--- src/design/mul_pkg.sv ---
/*
  Shared types and sizes for the shared multiply unit.
  QUEUE_DEPTH must stay at 2 or more. XLEN is fixed at 32 by the MULH datapath.
*/
package mul_pkg;

  // Operand width
  localparam int unsigned XLEN = 32;

  // Number of requesters sharing the unit
  localparam int unsigned NUM_PORTS = 2;

  // Entries in each issue queue
  localparam int unsigned QUEUE_DEPTH = 2;
  // Pointer and occupancy widths derived from the depth
  localparam int unsigned QUEUE_PTR_W = $clog2(QUEUE_DEPTH);
  localparam int unsigned QUEUE_CNT_W = $clog2(QUEUE_DEPTH + 1);

  // Bit positions inside the 2-bit signed mode
  // Set bit means the operand is treated as signed
  localparam int unsigned SIGNED_A_BIT = 0;
  localparam int unsigned SIGNED_B_BIT = 1;

  // Operation select
  typedef enum logic {
    MUL_M32 = 1'b0, // low word, single cycle
    MUL_H   = 1'b1  // high word, four cycles
  } mul_opcode_e;

  // MULH sequencer states
  // MUL_ALBL doubles as the idle state
  typedef enum logic [1:0] {
    MUL_ALBL = 2'b00,
    MUL_ALBH = 2'b01,
    MUL_AHBL = 2'b10,
    MUL_AHBH = 2'b11
  } mul_state_e;

endpackage

--- src/design/mul_req_if.sv ---
/*
  One request/response channel. Request fields must hold while req_valid is
  high, and a request completes only together with its response.
*/
`timescale 1ns/100ps

interface mul_req_if import mul_pkg::*; ();

  // Request side
  logic              req_valid;
  logic              req_ready;
  mul_opcode_e       operator;
  logic [1:0]        signed_mode;
  logic [XLEN-1:0]   op_a;
  logic [XLEN-1:0]   op_b;

  // Response side
  logic              rsp_valid;
  logic              rsp_ready;
  logic [XLEN-1:0]   result;

  // Side that issues operations
  modport requester (
    output req_valid, operator, signed_mode, op_a, op_b, rsp_ready,
    input  req_ready, rsp_valid, result
  );

  // Side that executes operations
  modport server (
    input  req_valid, operator, signed_mode, op_a, op_b, rsp_ready,
    output req_ready, rsp_valid, result
  );

endinterface

--- src/design/mul_unit.sv ---
/*
  MUL answers in the cycle it is presented. MULH takes four cycles and needs
  stable operands throughout; dropping req_valid aborts it with no response.
*/
`timescale 1ns/100ps

module mul_unit import mul_pkg::*; (
  input  logic     clk,
  input  logic     rst_n,
  mul_req_if.server srv
);

  // Operands to the shared signed multiplier
  logic [XLEN-1:0] mul_a;
  logic [XLEN-1:0] mul_b;
  logic [33:0]     int_result;

  // Half-word partial operands, 17 bits with sign slot
  logic [16:0]     part_al;
  logic [16:0]     part_bl;
  logic [16:0]     part_ah;
  logic [16:0]     part_bh;
  logic [16:0]     part_a;
  logic [16:0]     part_b;

  // Sequencer
  mul_state_e      state_q;
  mul_state_e      state_d;
  logic            acc_shift;

  // Accumulator and adder
  logic [32:0]     acc_q;
  logic [32:0]     acc_d;
  logic [32:0]     acc_res;
  logic [33:0]     sum;
  logic [33:0]     sum_shifted;

  //////////////////////////////////////////////////
  // Partial operands
  //////////////////////////////////////////////////

  // Low halves are always unsigned
  assign part_al = {1'b0, srv.op_a[15:0]};
  assign part_bl = {1'b0, srv.op_b[15:0]};

  // High halves carry the operand sign only in signed mode
  assign part_ah = {srv.signed_mode[SIGNED_A_BIT] & srv.op_a[XLEN-1], srv.op_a[31:16]};
  assign part_bh = {srv.signed_mode[SIGNED_B_BIT] & srv.op_b[XLEN-1], srv.op_b[31:16]};

  //////////////////////////////////////////////////
  // MULH sequencer
  //////////////////////////////////////////////////

  always_comb begin
    state_d       = state_q;
    acc_d         = '0;
    acc_shift     = 1'b0;
    part_a        = part_al;
    part_b        = part_bl;
    srv.req_ready = 1'b0;
    srv.rsp_valid = 1'b0;

    case (state_q)
      MUL_ALBL: begin
        if (srv.req_valid) begin
          if (srv.operator == MUL_H) begin
            // Start with low x low, keep only its upper part
            acc_shift = 1'b1;
            acc_d     = acc_res;
            state_d   = MUL_ALBH;
          end else begin
            // Single cycle, completes when the response is taken
            srv.rsp_valid = 1'b1;
            srv.req_ready = srv.rsp_ready;
          end
        end else begin
          srv.req_ready = 1'b1;
        end
      end

      MUL_ALBH: begin
        part_a = part_al;
        part_b = part_bh;
        // Abort leaves acc_d cleared
        if (srv.req_valid) begin
          acc_d   = acc_res;
          state_d = MUL_AHBL;
        end else begin
          state_d = MUL_ALBL;
        end
      end

      MUL_AHBL: begin
        part_a    = part_ah;
        part_b    = part_bl;
        acc_shift = 1'b1;
        if (srv.req_valid) begin
          acc_d   = acc_res;
          state_d = MUL_AHBH;
        end else begin
          state_d = MUL_ALBL;
        end
      end

      MUL_AHBH: begin
        part_a = part_ah;
        part_b = part_bh;
        if (srv.req_valid) begin
          // Result ready, accumulator frozen until taken
          srv.rsp_valid = 1'b1;
          srv.req_ready = srv.rsp_ready;
          acc_d         = acc_q;
          if (srv.rsp_ready) begin
            acc_d   = '0;
            state_d = MUL_ALBL;
          end
        end else begin
          state_d = MUL_ALBL;
        end
      end

      default: state_d = MUL_ALBL;
    endcase
  end

  always_ff @(posedge clk or negedge rst_n) begin
    if (!rst_n) begin
      state_q <= MUL_ALBL;
      acc_q   <= '0;
    end else begin
      state_q <= state_d;
      acc_q   <= acc_d;
    end
  end

  //////////////////////////////////////////////////
  // Shared multiplier and accumulate
  //////////////////////////////////////////////////

  // Full operands for MUL, sign-extended 17-bit halves for MULH
  assign mul_a = (srv.operator == MUL_M32) ? srv.op_a : {{15{part_a[16]}}, part_a};
  assign mul_b = (srv.operator == MUL_M32) ? srv.op_b : {{15{part_b[16]}}, part_b};

  assign int_result = $signed({{2{mul_a[XLEN-1]}}, mul_a}) *
                      $signed({{2{mul_b[XLEN-1]}}, mul_b});

  // Accumulator is zero in MUL_ALBL, so MUL passes straight through
  assign sum         = $signed(int_result) + $signed({acc_q[32], acc_q});
  assign sum_shifted = $signed(sum) >>> 16;
  assign acc_res     = acc_shift ? sum_shifted[32:0] : sum[32:0];

  assign srv.result = sum[XLEN-1:0];

  //////////////////////////////////////////////////
  // Checks
  //////////////////////////////////////////////////

  // Only MULH may occupy the multicycle states
  a_mulh_only: assert property (@(posedge clk) disable iff (!rst_n)
    (state_q != MUL_ALBL && srv.req_valid) |-> srv.operator == MUL_H);

  // Queue and arbiter must keep the operands fixed across the sequence
  a_ops_stable: assert property (@(posedge clk) disable iff (!rst_n)
    (state_q != MUL_ALBL && srv.req_valid) |-> ($stable(srv.op_a) && $stable(srv.op_b)));

endmodule

--- src/design/mul_issue_queue.sv ---
/*
  Two-entry request FIFO in front of one requester. The head is popped only
  when its response transfers. Kill drops every entry, including one in flight.
*/
`timescale 1ns/100ps

module mul_issue_queue import mul_pkg::*; (
  input  logic              clk,
  input  logic              rst_n,
  input  logic              req_valid_i,
  output logic              req_ready_o,
  input  mul_opcode_e       operator_i,
  input  logic [1:0]        signed_mode_i,
  input  logic [XLEN-1:0]   op_a_i,
  input  logic [XLEN-1:0]   op_b_i,
  output logic              rsp_valid_o,
  input  logic              rsp_ready_i,
  output logic [XLEN-1:0]   result_o,
  input  logic              kill_i,
  mul_req_if.requester      mq
);

  // Entry storage
  mul_opcode_e            op_mem   [QUEUE_DEPTH];
  logic [1:0]             mode_mem [QUEUE_DEPTH];
  logic [XLEN-1:0]        a_mem    [QUEUE_DEPTH];
  logic [XLEN-1:0]        b_mem    [QUEUE_DEPTH];

  // Pointers and occupancy
  logic [QUEUE_PTR_W-1:0] wr_ptr_q;
  logic [QUEUE_PTR_W-1:0] rd_ptr_q;
  logic [QUEUE_CNT_W-1:0] count_q;
  logic                   push;
  logic                   pop;

  // Accept while not full and not being flushed
  assign req_ready_o = (count_q != QUEUE_CNT_W'(QUEUE_DEPTH)) && !kill_i;
  assign push        = req_valid_i && req_ready_o;
  // Pop on response transfer
  assign pop         = mq.rsp_valid && mq.rsp_ready;

  // Head presented to the arbiter, hidden during kill so MULH aborts
  assign mq.req_valid   = (count_q != '0) && !kill_i;
  assign mq.operator    = op_mem[rd_ptr_q];
  assign mq.signed_mode = mode_mem[rd_ptr_q];
  assign mq.op_a        = a_mem[rd_ptr_q];
  assign mq.op_b        = b_mem[rd_ptr_q];

  // Response path, masked while killed
  assign mq.rsp_ready = rsp_ready_i && !kill_i;
  assign rsp_valid_o  = mq.rsp_valid && !kill_i;
  assign result_o     = mq.result;

  always_ff @(posedge clk) begin
    if (push) begin
      op_mem[wr_ptr_q]   <= operator_i;
      mode_mem[wr_ptr_q] <= signed_mode_i;
      a_mem[wr_ptr_q]    <= op_a_i;
      b_mem[wr_ptr_q]    <= op_b_i;
    end
  end

  always_ff @(posedge clk or negedge rst_n) begin
    if (!rst_n) begin
      wr_ptr_q <= '0;
      rd_ptr_q <= '0;
      count_q  <= '0;
    end else if (kill_i) begin
      // Flush everything
      wr_ptr_q <= '0;
      rd_ptr_q <= '0;
      count_q  <= '0;
    end else begin
      if (push) begin
        wr_ptr_q <= (wr_ptr_q == QUEUE_PTR_W'(QUEUE_DEPTH - 1)) ? '0 : wr_ptr_q + 1'b1;
      end
      if (pop) begin
        rd_ptr_q <= (rd_ptr_q == QUEUE_PTR_W'(QUEUE_DEPTH - 1)) ? '0 : rd_ptr_q + 1'b1;
      end
      case ({push, pop})
        2'b10:   count_q <= count_q + 1'b1;
        2'b01:   count_q <= count_q - 1'b1;
        default: count_q <= count_q;
      endcase
    end
  end

  a_no_push_full: assert property (@(posedge clk) disable iff (!rst_n)
    push |-> count_q < QUEUE_CNT_W'(QUEUE_DEPTH));

  // A response must close a request that this queue actually holds
  a_no_pop_empty: assert property (@(posedge clk) disable iff (!rst_n)
    pop |-> (count_q != '0) && mq.req_ready);

endmodule

--- src/design/mul_rr_arbiter.sv ---
/*
  Round-robin between two queues. The grant is locked from first presentation
  until the response transfers or the granted valid drops.
*/
`timescale 1ns/100ps

module mul_rr_arbiter import mul_pkg::*; (
  input  logic          clk,
  input  logic          rst_n,
  mul_req_if.server     req0,
  mul_req_if.server     req1,
  mul_req_if.requester  unit
);

  // One-hot grant that is all zero when nothing is requested
  logic [NUM_PORTS-1:0] req_vec;
  logic [NUM_PORTS-1:0] grant;
  logic [NUM_PORTS-1:0] grant_q;
  logic                 locked_q;
  // Set means port 1 is looked at first
  logic                 prio_q;
  logic                 rsp_fire;
  logic                 op_end;

  assign req_vec  = {req1.req_valid, req0.req_valid};
  assign rsp_fire = unit.rsp_valid && unit.rsp_ready;

  // Grant selection
  always_comb begin
    if (locked_q) begin
      grant = grant_q;
    end else if (prio_q) begin
      grant = req_vec[1] ? 2'b10 : {1'b0, req_vec[0]};
    end else begin
      grant = req_vec[0] ? 2'b01 : {req_vec[1], 1'b0};
    end
  end

  // Request mux toward the unit
  assign unit.req_valid   = |(grant & req_vec);
  assign unit.operator    = grant[1] ? req1.operator    : req0.operator;
  assign unit.signed_mode = grant[1] ? req1.signed_mode : req0.signed_mode;
  assign unit.op_a        = grant[1] ? req1.op_a        : req0.op_a;
  assign unit.op_b        = grant[1] ? req1.op_b        : req0.op_b;
  assign unit.rsp_ready   = (grant[0] && req0.rsp_ready) || (grant[1] && req1.rsp_ready);

  // Return path goes only to the granted queue
  assign req0.req_ready = grant[0] && unit.req_ready;
  assign req0.rsp_valid = grant[0] && unit.rsp_valid;
  assign req0.result    = grant[0] ? unit.result : '0;
  assign req1.req_ready = grant[1] && unit.req_ready;
  assign req1.rsp_valid = grant[1] && unit.rsp_valid;
  assign req1.result    = grant[1] ? unit.result : '0;

  // Operation ends on response or on abort while locked
  assign op_end = locked_q ? (!unit.req_valid || rsp_fire) : rsp_fire;

  always_ff @(posedge clk or negedge rst_n) begin
    if (!rst_n) begin
      locked_q <= 1'b0;
      grant_q  <= '0;
      prio_q   <= 1'b0;
    end else begin
      // Hold through a multicycle op and release one cycle after valid drops
      locked_q <= unit.req_valid && !rsp_fire;
      grant_q  <= grant;
      if (op_end) begin
        // Served port goes to the back
        prio_q <= grant[0];
      end
    end
  end

  // A port still presenting an unfinished operation keeps the grant
  a_grant_held: assert property (@(posedge clk) disable iff (!rst_n)
    (unit.req_valid && !rsp_fire) |=>
      (!(|($past(grant) & req_vec)) || grant == $past(grant)));

  a_one_rsp: assert property (@(posedge clk) disable iff (!rst_n)
    $onehot0({req1.rsp_valid, req0.rsp_valid}));

endmodule

--- src/design/mul_shared_top.sv ---
/*
  Two requesters share one multiply unit. Responses are in order per port.
  Kill drops all queued and in-flight work of that port without a response.
*/
`timescale 1ns/100ps

module mul_shared_top import mul_pkg::*; (
  input  logic            clk,
  input  logic            rst_n,

  // Port 0
  input  logic            p0_req_valid_i,
  output logic            p0_req_ready_o,
  input  mul_opcode_e     p0_operator_i,
  input  logic [1:0]      p0_signed_mode_i,
  input  logic [XLEN-1:0] p0_op_a_i,
  input  logic [XLEN-1:0] p0_op_b_i,
  output logic            p0_rsp_valid_o,
  input  logic            p0_rsp_ready_i,
  output logic [XLEN-1:0] p0_result_o,
  input  logic            p0_kill_i,

  // Port 1
  input  logic            p1_req_valid_i,
  output logic            p1_req_ready_o,
  input  mul_opcode_e     p1_operator_i,
  input  logic [1:0]      p1_signed_mode_i,
  input  logic [XLEN-1:0] p1_op_a_i,
  input  logic [XLEN-1:0] p1_op_b_i,
  output logic            p1_rsp_valid_o,
  input  logic            p1_rsp_ready_i,
  output logic [XLEN-1:0] p1_result_o,
  input  logic            p1_kill_i
);

  // Queue heads into the arbiter, arbiter into the unit
  mul_req_if q0_if ();
  mul_req_if q1_if ();
  mul_req_if unit_if ();

  mul_issue_queue u_q0 (
    .clk           (clk),
    .rst_n         (rst_n),
    .req_valid_i   (p0_req_valid_i),
    .req_ready_o   (p0_req_ready_o),
    .operator_i    (p0_operator_i),
    .signed_mode_i (p0_signed_mode_i),
    .op_a_i        (p0_op_a_i),
    .op_b_i        (p0_op_b_i),
    .rsp_valid_o   (p0_rsp_valid_o),
    .rsp_ready_i   (p0_rsp_ready_i),
    .result_o      (p0_result_o),
    .kill_i        (p0_kill_i),
    .mq            (q0_if.requester)
  );

  mul_issue_queue u_q1 (
    .clk           (clk),
    .rst_n         (rst_n),
    .req_valid_i   (p1_req_valid_i),
    .req_ready_o   (p1_req_ready_o),
    .operator_i    (p1_operator_i),
    .signed_mode_i (p1_signed_mode_i),
    .op_a_i        (p1_op_a_i),
    .op_b_i        (p1_op_b_i),
    .rsp_valid_o   (p1_rsp_valid_o),
    .rsp_ready_i   (p1_rsp_ready_i),
    .result_o      (p1_result_o),
    .kill_i        (p1_kill_i),
    .mq            (q1_if.requester)
  );

  mul_rr_arbiter u_arb (
    .clk   (clk),
    .rst_n (rst_n),
    .req0  (q0_if.server),
    .req1  (q1_if.server),
    .unit  (unit_if.requester)
  );

  mul_unit u_unit (
    .clk   (clk),
    .rst_n (rst_n),
    .srv   (unit_if.server)
  );

endmodule

--- config.mk ---
export PLATFORM = sky130hd
export DESIGN_NAME = mul_shared_top
export DESIGN_NICKNAME = d
export VERILOG_FILES = /design/src/design/mul_pkg.sv /design/src/design/mul_req_if.sv /design/src/design/mul_unit.sv /design/src/design/mul_issue_queue.sv /design/src/design/mul_rr_arbiter.sv /design/src/design/mul_shared_top.sv
export SDC_FILE = /design/constraint.sdc
export NUM_CORES = 2
export LEC_CHECK = 0
export ABC_AREA = 1
export CORE_UTILIZATION = 25
export DETAILED_ROUTE_END_ITERATION = 6
export DONT_BUFFER_PORTS = 1
export GPL_ROUTABILITY_DRIVEN = 0
export PLACE_DENSITY = 0.47
export REMOVE_ABC_BUFFERS = 1
export SLEW_MARGIN = 20
export SYNTH_ARGS = -nofsm -noshare
export SYNTH_HDL_FRONTEND = slang
export SYNTH_SLANG_ARGS = --single-unit
--- constraint.sdc ---
create_clock -name clk -period 10 [get_ports clk]
set_clock_uncertainty 0.05 [all_clocks]
set_input_delay 0 -clock clk [delete_from_list [all_inputs] [get_ports clk]]
set_output_delay 0 -clock clk [all_outputs]
set_load 0.01 [all_outputs]
==> run summary <==
The flow ran to the end, but the final reports show violations. The checks that failed: DRC. The deepest level of the CTS H-tree is 2. The maximum buffer depth of the clock tree came out at 3. The final period demand of the worst path came out at 9.67 ns.

The endpoint arrival time on the critical path came out at 9.62 ns. The commonest non-fill, non-tap cell in the layout is sky130_fd_sc_hd__nand2_1. The launching element type of the critical path is a flop. Counting tap cells, the placed design contains a total of 5430 instances. After synthesis the netlist holds a flip-flop and latch count of 315.

The count of placed standard cells in the final layout, fillers left out came out at 5696. The half-perimeter wire length after placement came out at 88500 um. The TritonCTS clock tree is done.

The share of async-settable or async-resettable flops after synthesis came out at 14.9%. In this run the tightest slew margin relative to its limit is 35.9%. The number of max-cap violations came out at 0. Timing analysis after detailed placement gives a worst setup slack of 0.657 ns. The cell with the largest stage delay on the worst path is sky130_fd_sc_hd__fa_1. For this run, the slowest stage of the critical path takes 0.56 ns. For this run, the top clock speed supported by timing is 103 MHz. The worst hold path stage count is 1. The full die area is 133000 um^2. After detailed placement, the total cell area comes to 35400 um^2. The initial antenna violation count is 7. The global-route wire length before repair is 166000 um. The post-synthesis xor/xnor area fraction came out at 1.65%. The design area is 38800 um^2.

The startpoint of the most critical register-to-register path is u_q0.count_q[0]$_DFFE_PN0P_. The later pin in the worst-skew pair is clocked with a latency of 0.64 ns. Counting the buffers created by CTS gives 39. After clock tree synthesis, the clock-pin slew on the worst setup and hold paths is 0.06 ns. The main flop type after synthesis is sky130_fd_sc_hd__edfxtp_1.

The proportion of layout cells with a drive suffix above 1 came out at 6.94%. STA classifies the critical path endpoint as an output port. The beginning of the critical path is u_q0.count_q[0]$_DFFE_PN0P_. The share of the clock period used by the worst path after layout is 96.7%.

The layout overhead on the synthesized area is 18.4%. The worst-case setup margin in the final layout came out at 0.332 ns. The cell count of the worst reg-to-reg path came out at 32. For this block, the via count after detailed routing is 24800.

Of the synthesized area, sequential elements account for 28.1%. The synthesized-area fraction occupied by ao, oa, aoi and oai cells came out at 4.11%. The violation count after the first detailed-routing iteration is 1646. The final number of max-transition violations is 0. The setup slack on the worst flop-to-flop path came out at 0.64 ns. Pin placement for this block handled 210 I/O pins. The simple-gate portion of the synthesized area came out at 17.8%.

The highest fanout seen on the critical path is 34. In this run the critical register-to-register path is captured at u_unit.acc_q[14]$_DFFE_PN0P_. The routed design has 110000 um of wire.

Measured along the y axis, the die boundary spans 364 um. The overall overflow remaining after global route came out at 0. The synthesized netlist devotes 36.6% of its cell area to adder and majority cells. The initial cell density of the core came out at 25.3%. The master cell of the clock root buffer is sky130_fd_sc_hd__clkbuf_16.

The number of global-route vias before repair came out at 25800. In the routed layout, each cell is associated on average with a via count of 4.36. The post-synthesis area per instance came out at 8.85 um^2. The number of rows in the core area came out at 132. The wire length per cell after detailed routing is 19.4 um. The net count of the finished layout is 4720.

The post-synthesis instance total is 3706. The number of hold violations in the final report came to 0. The detailed-routing iteration count for the pre-antenna-repair pass is 7. The worst hold path begins at p0_kill_i. The clock sink count is 315.

The chip width came out at 364 um. The final-report setup violation count is 0. For hold timing, the worst endpoint is p0_rsp_valid_o. Counting stages on the worst path, the most repeated cell is sky130_fd_sc_hd__fa_1. The multiplexer fraction of the synthesized cell area came out at 0.671%. The count of input and output buffers is 0.

The global routing usage summed across all routing layers is 16.8%. The worst min-delay path category is input port to output port. In this run the cell area of the synthesized design comes to 32800 um^2. The core region is 130000 um^2. The detail route stage leaves a number of antenna-violating nets equal to 0.

Leaving out fill and tap cells, the most frequent cells in the layout are sky130_fd_sc_hd__nand2_1 (802), sky130_fd_sc_hd__inv_1 (776), sky130_fd_sc_hd__nor2_1 (509). The number of distinct library cell variants in the gate-level netlist after synthesis is 52. By area, the combinational part of the netlist is dominated by adder cells. The number of synthesis warnings came out at 0.

The worst setup path is of the flop to output port kind. At the pin with the least slew margin, the transition time is 0.962 ns. For this run, design rule violations remaining after detail routing come to 5. The pin count of the biggest net entering global routing came out at 70. The count of flip-flops with a built-in enable after synthesis is 268. At the worst endpoint, the required time is 9.95 ns.
cell families after synthesis:
kind of cell               count (synthesis)
and+or+nand+nor                         1480
buffers and inverters                    940
adders and majority gates                659
DFF                                      315
AOI/OAI and AO/OA                        235
xor gates and xnor gates                  55
muxes                                     22
timing repair:
action,CTS,global route
buffers inserted,0,6
hold endpoints to repair,372,0
setup endpoints to repair,0,24
hold buffers,183,0
resized for setup,0,25
sequential cells by signal, indices dropped and copies added, names as in the netlist:
| signal | cells |
|---|---|
| u_q0.wr_ptr_q | 1 |
| u_arb.locked_q | 1 |
| u_q1.a_mem | 64 |
| u_q1.wr_ptr_q | 1 |
| u_q0.mode_mem | 4 |
| u_arb.prio_q | 1 |
| u_unit.acc_q | 33 |
| u_unit.state_q | 2 |
| u_q1.b_mem | 64 |
| u_q0.op_mem | 2 |
| u_q1.op_mem | 2 |
| u_q0.rd_ptr_q | 1 |
| u_q0.a_mem | 64 |
| u_q1.mode_mem | 4 |
| u_q1.count_q | 2 |
| u_q0.count_q | 2 |
| u_q1.rd_ptr_q | 1 |
| u_arb.grant_q | 2 |
| u_q0.b_mem | 64 |
cell type report:
| cell class | count | area (um^2) |
|---|---|---|
| repair buffers | 311 | 2890 |
| diodes | 4 | 10.0 |
| flip-flops and latches | 315 | 9230 |
| clock buffers | 43 | 1010 |
| inverters | 800 | 3020 |
| multi-input cells | 2452 | 20100 |
| fillers | 13900 | 91000 |
| well taps | 1742 | 2180 |
| clock inverters | 29 | 415 |
metrics by stage:
stage	hold slack (ns)	util, %	TNS, ns
2_1_floorplan	-0.346	-	-16.30
3_3_place_gp	-0.340	27.3	0
3_5_place_dp	-0.339	27.3	0
4_1_cts	0.000888	29.8	0
5_1_grt	0.00482	29.9	-0.0335
6_report	0.00717	29.9	0
cells in the mapped netlist (3+ instances only):
cell	number	area (um^2)
sky130_fd_sc_hd__nand2_1	804	3020
sky130_fd_sc_hd__inv_1	780	2930
sky130_fd_sc_hd__nor2_1	518	1940
sky130_fd_sc_hd__fa_1	501	10000
sky130_fd_sc_hd__edfxtp_1	268	8050
sky130_fd_sc_hd__ha_1	158	1980
sky130_fd_sc_hd__nand3_1	111	556
sky130_fd_sc_hd__clkbuf_1	95	357
sky130_fd_sc_hd__o21ai_0	90	450
sky130_fd_sc_hd__a21oi_1	52	260
sky130_fd_sc_hd__dfrtp_1	47	1180
sky130_fd_sc_hd__o21ai_1	43	215
sky130_fd_sc_hd__xor2_1	29	254
sky130_fd_sc_hd__buf_2	27	135
sky130_fd_sc_hd__mux2i_1	22	220
sky130_fd_sc_hd__xnor2_1	22	193
sky130_fd_sc_hd__inv_2	13	48.8
sky130_fd_sc_hd__nand2_2	12	75.1
sky130_fd_sc_hd__o211ai_1	10	75.1
sky130_fd_sc_hd__buf_4	9	67.6
sky130_fd_sc_hd__nor3_1	9	45.0
sky130_fd_sc_hd__o21ai_2	9	78.8
sky130_fd_sc_hd__clkinv_1	7	26.3
sky130_fd_sc_hd__nand4_1	7	43.8
sky130_fd_sc_hd__buf_1	5	18.8
sky130_fd_sc_hd__o21a_1	5	37.5
sky130_fd_sc_hd__o21bai_1	5	37.5
sky130_fd_sc_hd__nand3b_1	4	30.0
sky130_fd_sc_hd__o22ai_1	4	25.0
sky130_fd_sc_hd__a32o_1	3	30.0
sky130_fd_sc_hd__buf_6	3	33.8
sky130_fd_sc_hd__nand2_4	3	33.8
sky130_fd_sc_hd__nor4_1	3	18.8
sky130_fd_sc_hd__xor3_1	3	71.3
worst max-delay path by stage:
| stage | end | slack, ns | cells past startpoint |
|---|---|---|---|
| finish | p0_result_o[30] | 0.33 | 30 |
| floorplan | u_unit.acc_q[28]$_DFFE_PN0P_ | -0.61 | 41 |
| detailed placement | u_unit.acc_q[13]$_DFFE_PN0P_ | 0.66 | 34 |
| CTS | p0_result_o[26] | 0.18 | 32 |
| global placement | u_unit.acc_q[14]$_DFFE_PN0P_ | 0.49 | 34 |
| global route | p0_result_o[29] | -0.01 | 33 |
per-layer routing:
layer  vias to the layer above  global-route usage (%)  part of all wire (%)
li1                      11600                       -                     -
met1                     12400                    22.6                    44
met2                       660                    28.1                    48
met3                       141                    2.38                   5.1
met4                         4                    4.51                   3.0
met5                         -                       0                 0.021
worst max-delay path, delay by kind of cell (launching register included):
family	cells	cell delay (ns)
buf+inv	7	1.28
xor+xnor	1	0.07
simple gates	11	2.50
flops	1	0.42
compound gates	2	0.44
fa+ha+maj	9	4.27
Power is left out: the tool's default activity adds up to more than one toggle a clock period on the data nets, which glitch-free logic cannot reach.
